===== config.mk =====
export PLATFORM = sky130hd
export DESIGN_NAME = wb_arbiter
export DESIGN_NICKNAME = d
export VERILOG_FILES = /design/src/hdl/dbg_bus_pkg.sv /design/src/hdl/wb_arbiter.sv
export SDC_FILE = /design/constraint.sdc
export NUM_CORES = 1
export LEC_CHECK = 0
export ABC_CLOCK_PERIOD_IN_PS = 2000
export BUFFER_PORTS_ARGS = -buffer_cell sky130_fd_sc_hd__clkbuf_2
export CAP_MARGIN = 20
export CORE_AREA = 2 2 122 124
export DETAILED_ROUTE_END_ITERATION = 10
export DIE_AREA = 0 0 124 126
export HOLD_SLACK_MARGIN = 0.03
export PLACE_DENSITY = 0.45
export SYNTH_ARGS = -nofsm -noshare
export SYNTH_HDL_FRONTEND = slang
export SYNTH_SLANG_ARGS = --single-unit

===== constraint.sdc =====
create_clock -name wb_clk_i -period 2 [get_ports wb_clk_i]
set_input_delay 0.2 -clock wb_clk_i [delete_from_list [all_inputs] [get_ports wb_clk_i]]
set_output_delay 0.2 -clock wb_clk_i [all_outputs]
set_load 0.03 [all_outputs]

===== src/hdl/dbg_bus_pkg.sv =====
////////////////////////////////////////
// Wishbone single-cycle types, 32-bit data
// Little-endian lanes only, no burst tags
////////////////////////////////////////

package dbg_bus_pkg;

  ////////////////////////////////////////
  // Bus request and response
  ////////////////////////////////////////

  // One master's request
  typedef struct packed {
    logic [31:0] adr;
    logic [31:0] dat;
    logic [3:0]  sel;
    logic        we;
    logic        cyc;
    logic        stb;
  } wb_req_t;

  // Slave reply, ack and err are exclusive
  typedef struct packed {
    logic [31:0] dat;
    logic        ack;
    logic        err;
  } wb_rsp_t;

  // Data word as a whole or as byte lanes
  // Lane 0 is the least significant byte
  typedef union packed {
    logic [31:0]     word;
    logic [3:0][7:0] lane;
  } bus_word_u;

  ////////////////////////////////////////
  // Debug access size codes
  ////////////////////////////////////////

  localparam logic [2:0] ACC_BYTE = 3'd1;
  localparam logic [2:0] ACC_HALF = 3'd2;
  // Any other code is treated as a word
  localparam logic [2:0] ACC_WORD = 3'd4;

endpackage


===== src/hdl/wb_arbiter.sv =====
////////////////////////////////////////
// Two-master round-robin, grant kept while owner holds cyc
// Masters must hold their request until ack or err
////////////////////////////////////////

module wb_arbiter (
  input  logic                 wb_clk_i,
  input  logic                 rst_i,
  // Masters
  input  dbg_bus_pkg::wb_req_t m0_req_i,
  input  dbg_bus_pkg::wb_req_t m1_req_i,
  output dbg_bus_pkg::wb_rsp_t m0_rsp_o,
  output dbg_bus_pkg::wb_rsp_t m1_rsp_o,
  // Slave
  output dbg_bus_pkg::wb_req_t s_req_o,
  input  dbg_bus_pkg::wb_rsp_t s_rsp_i
);

  logic busy_q;
  // Owner and last winner, 1 means m1
  logic owner_q;
  logic last_q;
  logic hold;
  logic gnt_sel;
  logic gnt_valid;
  logic gnt_0;
  logic gnt_1;

  // Current owner still in its cycle
  assign hold = busy_q && (owner_q ? m1_req_i.cyc : m0_req_i.cyc);

  // Combinational grant, a lone requester goes straight through
  always_comb begin
    if (hold) begin
      gnt_sel = owner_q;
    end else if (m0_req_i.cyc && m1_req_i.cyc) begin
      // Both asking, the one not granted last wins
      gnt_sel = ~last_q;
    end else begin
      gnt_sel = m1_req_i.cyc;
    end
  end

  assign gnt_valid = hold || m0_req_i.cyc || m1_req_i.cyc;
  assign gnt_0     = gnt_valid && !gnt_sel;
  assign gnt_1     = gnt_valid && gnt_sel;

  always_ff @(posedge wb_clk_i or posedge rst_i) begin
    if (rst_i) begin
      busy_q  <= 1'b0;
      owner_q <= 1'b0;
      // m0 wins the first tie
      last_q  <= 1'b1;
    end else begin
      busy_q  <= gnt_valid;
      owner_q <= gnt_sel;
      if (gnt_valid && !hold) begin
        last_q <= gnt_sel;
      end
    end
  end

  ////////////////////////////////////////
  // Request mux and response routing
  ////////////////////////////////////////

  assign s_req_o = gnt_sel ? m1_req_i : m0_req_i;

  // Read data shared, handshake to the owner only
  assign m0_rsp_o = '{dat: s_rsp_i.dat, ack: s_rsp_i.ack && gnt_0,
                      err: s_rsp_i.err && gnt_0};
  assign m1_rsp_o = '{dat: s_rsp_i.dat, ack: s_rsp_i.ack && gnt_1,
                      err: s_rsp_i.err && gnt_1};

endmodule


==> impl_results.md <==
* Drt total wl at 6.06 mm
* Synthesized area at 1590 sq um
* Core area at 14300 sq um
* GR Util met2 at 13.5%
* DRT iter0 DRCs at 12
* VDD IR max at 0.509 mV
* Syn Area/Cell at 9.75 sq um
* Synth warn at 0
* CTS Buf Count at 3
* Clock-pin slew on the worst setup and hold paths at 0.03 ns
* Antenna violations before repair at 0
* Final Power at 1.44 mW
* Static Leakage at 1.62 nW
* N_diodes at 0
* Worst setup margin at -0.121 ns
* Bufs and invs on worst path at 3
* TritonCTS clock tree: done
* CP Data Arrival Time at 1.92 ns
* RSZ-0062 raised after global routing: true
* DRC violation count after routing at 0
* WS Path Type: reg -> out
* Post-synthesis sequential area ratio at 4.80%
* Status: complete, but fails checks
* GRT Total Usage at 6.44%
* Inst Count DP at 497
* Yosys cell types at 19
* Met1 usage at 6.26%
* Via count at 1754
* FMAX at 471 MHz
* IO Pins at 317
* Starting density of the core at 11.1%
* Final ANT Viol Nets at 0
* Cell family contributing the most delay on the critical path: buffers and inverters
* Vias in the first global route at 1776
* Final Max Slew Viols at 0
* DIE WIDTH at 124 um
* Fin. Hold Viols at 0
* Setup Skew at 0.000944 ns
* Hold Path Class: in -> reg
* Critical Path Source Type: flop
* Syn_nets at 341
* Root Buffer: clkbuf_16
* Die Ht at 126 um
* Fin cells at 510
* GRT overflow at 0
* Failing checks: negative setup slack
* Rows at 44
* Worst rel slew slack at 83.2%
* IO Port Bufs at 220
* Final worst path period need at 2.12 ns
* Post-DP HPWL at 4.72 mm
* CTS max path bufs at 2
* Post-DR wirelength/cell at 11.9 um
* Cells after Synth at 163
* # clock sinks at 3
* Final Cycle Share at 106%
* Crit end category: output pin
* Via/cell ratio at 3.44
* Final net count at 505
* Gpl congestion at 0.659
* First-pass GRT wire length at 8.07 mm
* Share of cells above drive strength 1 at 92.3%
* CP required at 1.80 ns
* Maximum fanout along the worst path at 16
* Die area at 15600 sq um
* Grt met3 use at 1.09%
* Worst-Margin Slew at 0.253 ns
* Setup_tns at -5.68 ns
* Largest net degree at the start of global routing at 43
* Power Density at 472 nW/um^2
* Busiest grt layer: met2
* Layout area overhead at 92.5%
* Largest stage delay, worst path at 0.39 ns
* Clock H-tree levels at 1
* MaxCap Viol Count at 0
* Final setup violation count at 70
* Cell Chain, Critical Path: or2_4 > a31oi_4 > buf_4 > buf_12 > mux2_2 > clkbuf_4
* Seq cells post-synth at 3
* Pre-antenna DRT Iters at 2
* CP max-delay cell: dfrtp_1
* Skew-Pair Late Insertion Delay at 0.22 ns
[routing by layer]
metal	up-vias	share of wire, %
met1	793	34
met4	0	1.3
met5	-	0
li1	825	-
met3	18	9.0
met2	118	56
[what timing repair did]
item	in CTS	in global routing
resized for setup	99	58
endpoints found under the setup margin	70	71
endpoints found under the hold margin	3	0
cloned	1	1
setup buffers	2	5
hold buffers	1	0
[cells in the final DEF, fill, tap and decap left out]
cell type / n
a21oi_1: 1
a31oi_4: 1
and2_1: 3
buf_12: 2
buf_16: 1
buf_4: 5
buf_6: 15
buf_8: 11
clkbuf_1: 1
clkbuf_16: 4
clkbuf_2: 150
clkbuf_4: 28
clkbuf_8: 17
dfrtp_1: 2
dfstp_2: 1
dlygate4sd3_1: 1
inv_1: 2
mux2_1: 7
mux2_2: 38
mux2_4: 25
nand2_1: 2
nand3b_1: 1
nor2_1: 1
o211a_1: 2
o21ai_0: 2
or2_2: 2
or2_4: 1
[stage by stage]
stage               cell area, sq um  hold slack [ns]  utilization, %  worst slack, ns
floorplan                       1590          -0.0471               -            0.208
global placement                2400           0.0495            16.7            0.137
detailed placement              2400           0.0526            16.7           0.0918
CTS                             2880            0.226            20.1           -0.125
global route                    3060            0.245            21.4           -0.184
finish                          3060            0.226            21.4           -0.121
[logic make-up (layout without fill, tap and decap cells)]
group / Yosys count / in the layout / synth area share [%]
mux: 70 / 70 / 52.0
buf+inv: 74 / 237 / 36.0
flops: 3 / 3 / 4.80
compound gates: 6 / 6 / 3.54
simple gates: 10 / 10 / 3.70
[final cells by class]
cell class,instances,area (sq um)
Sequential cell,3,76.3
Clock buffer,4,78.8
Tap cell,184,230
Fill cell,1581,11300
Inverter,2,7.51
Timing Repair Buffer,231,1670
Multi-Input combinational cell,86,997
[worst register-to-register path, stage by stage (launching register included)]
cell	delay [ns]
dfrtp_1	0.39
or2_4	0.25
a31oi_4	0.22
buf_6	0.16
clkbuf_16	0.16
buf_4	0.11
[cell usage after synthesis]
| cell | n | area share, % |
|---|---|---|
| dfstp_2 | 1 | 1.7 |
| dfrtp_1 | 2 | 3.1 |
| mux2_2 | 53 | 38 |
| buf_2 | 1 | 0.31 |
| inv_1 | 2 | 0.47 |
| or2_2 | 2 | 0.79 |
| buf_4 | 64 | 30 |
| mux2_1 | 7 | 5.0 |
| o211a_1 | 2 | 1.3 |
| nand3b_1 | 1 | 0.47 |
| a21oi_1 | 1 | 0.31 |
| mux2_4 | 10 | 9.4 |
| nand2_1 | 2 | 0.47 |
| buf_6 | 7 | 5.0 |
| and2_1 | 3 | 1.2 |
| nor2_1 | 1 | 0.24 |
| or2_4 | 1 | 0.55 |
| o21ai_0 | 2 | 0.63 |
| a31oi_4 | 1 | 1.3 |
[sequential cells by signal, summed over array words and instances, names as in the netlist]
register	flops
owner_q	1
busy_q	1
last_q	1
[power breakdown]
group          total (mW)  leakage [nW]  switching (mW)  internal (mW)
Combinational        1.05          1.54           0.509          0.541
Clock               0.315        0.0382          0.0526          0.263
Sequential         0.0772        0.0333         0.00550         0.0717
Total                1.44          1.62           0.567          0.875
[path summary, 6_finish.rpt]
kind / start / end / slack, ns / depth (start not counted)
max: busy_q / s_req_o[62] / -0.12 / 6
min: m1_req_i[1] / busy_q / 0.23 / 2
max reg2reg: busy_q / owner_q / 0.66 / 5
min reg2reg: last_q / last_q / 0.54 / 2
max in group asynchronous: rst_i / last_q / 1.42 / 3
min in group asynchronous: rst_i / busy_q / 0.37 / 3
Power figures use the tool's default switching activity.
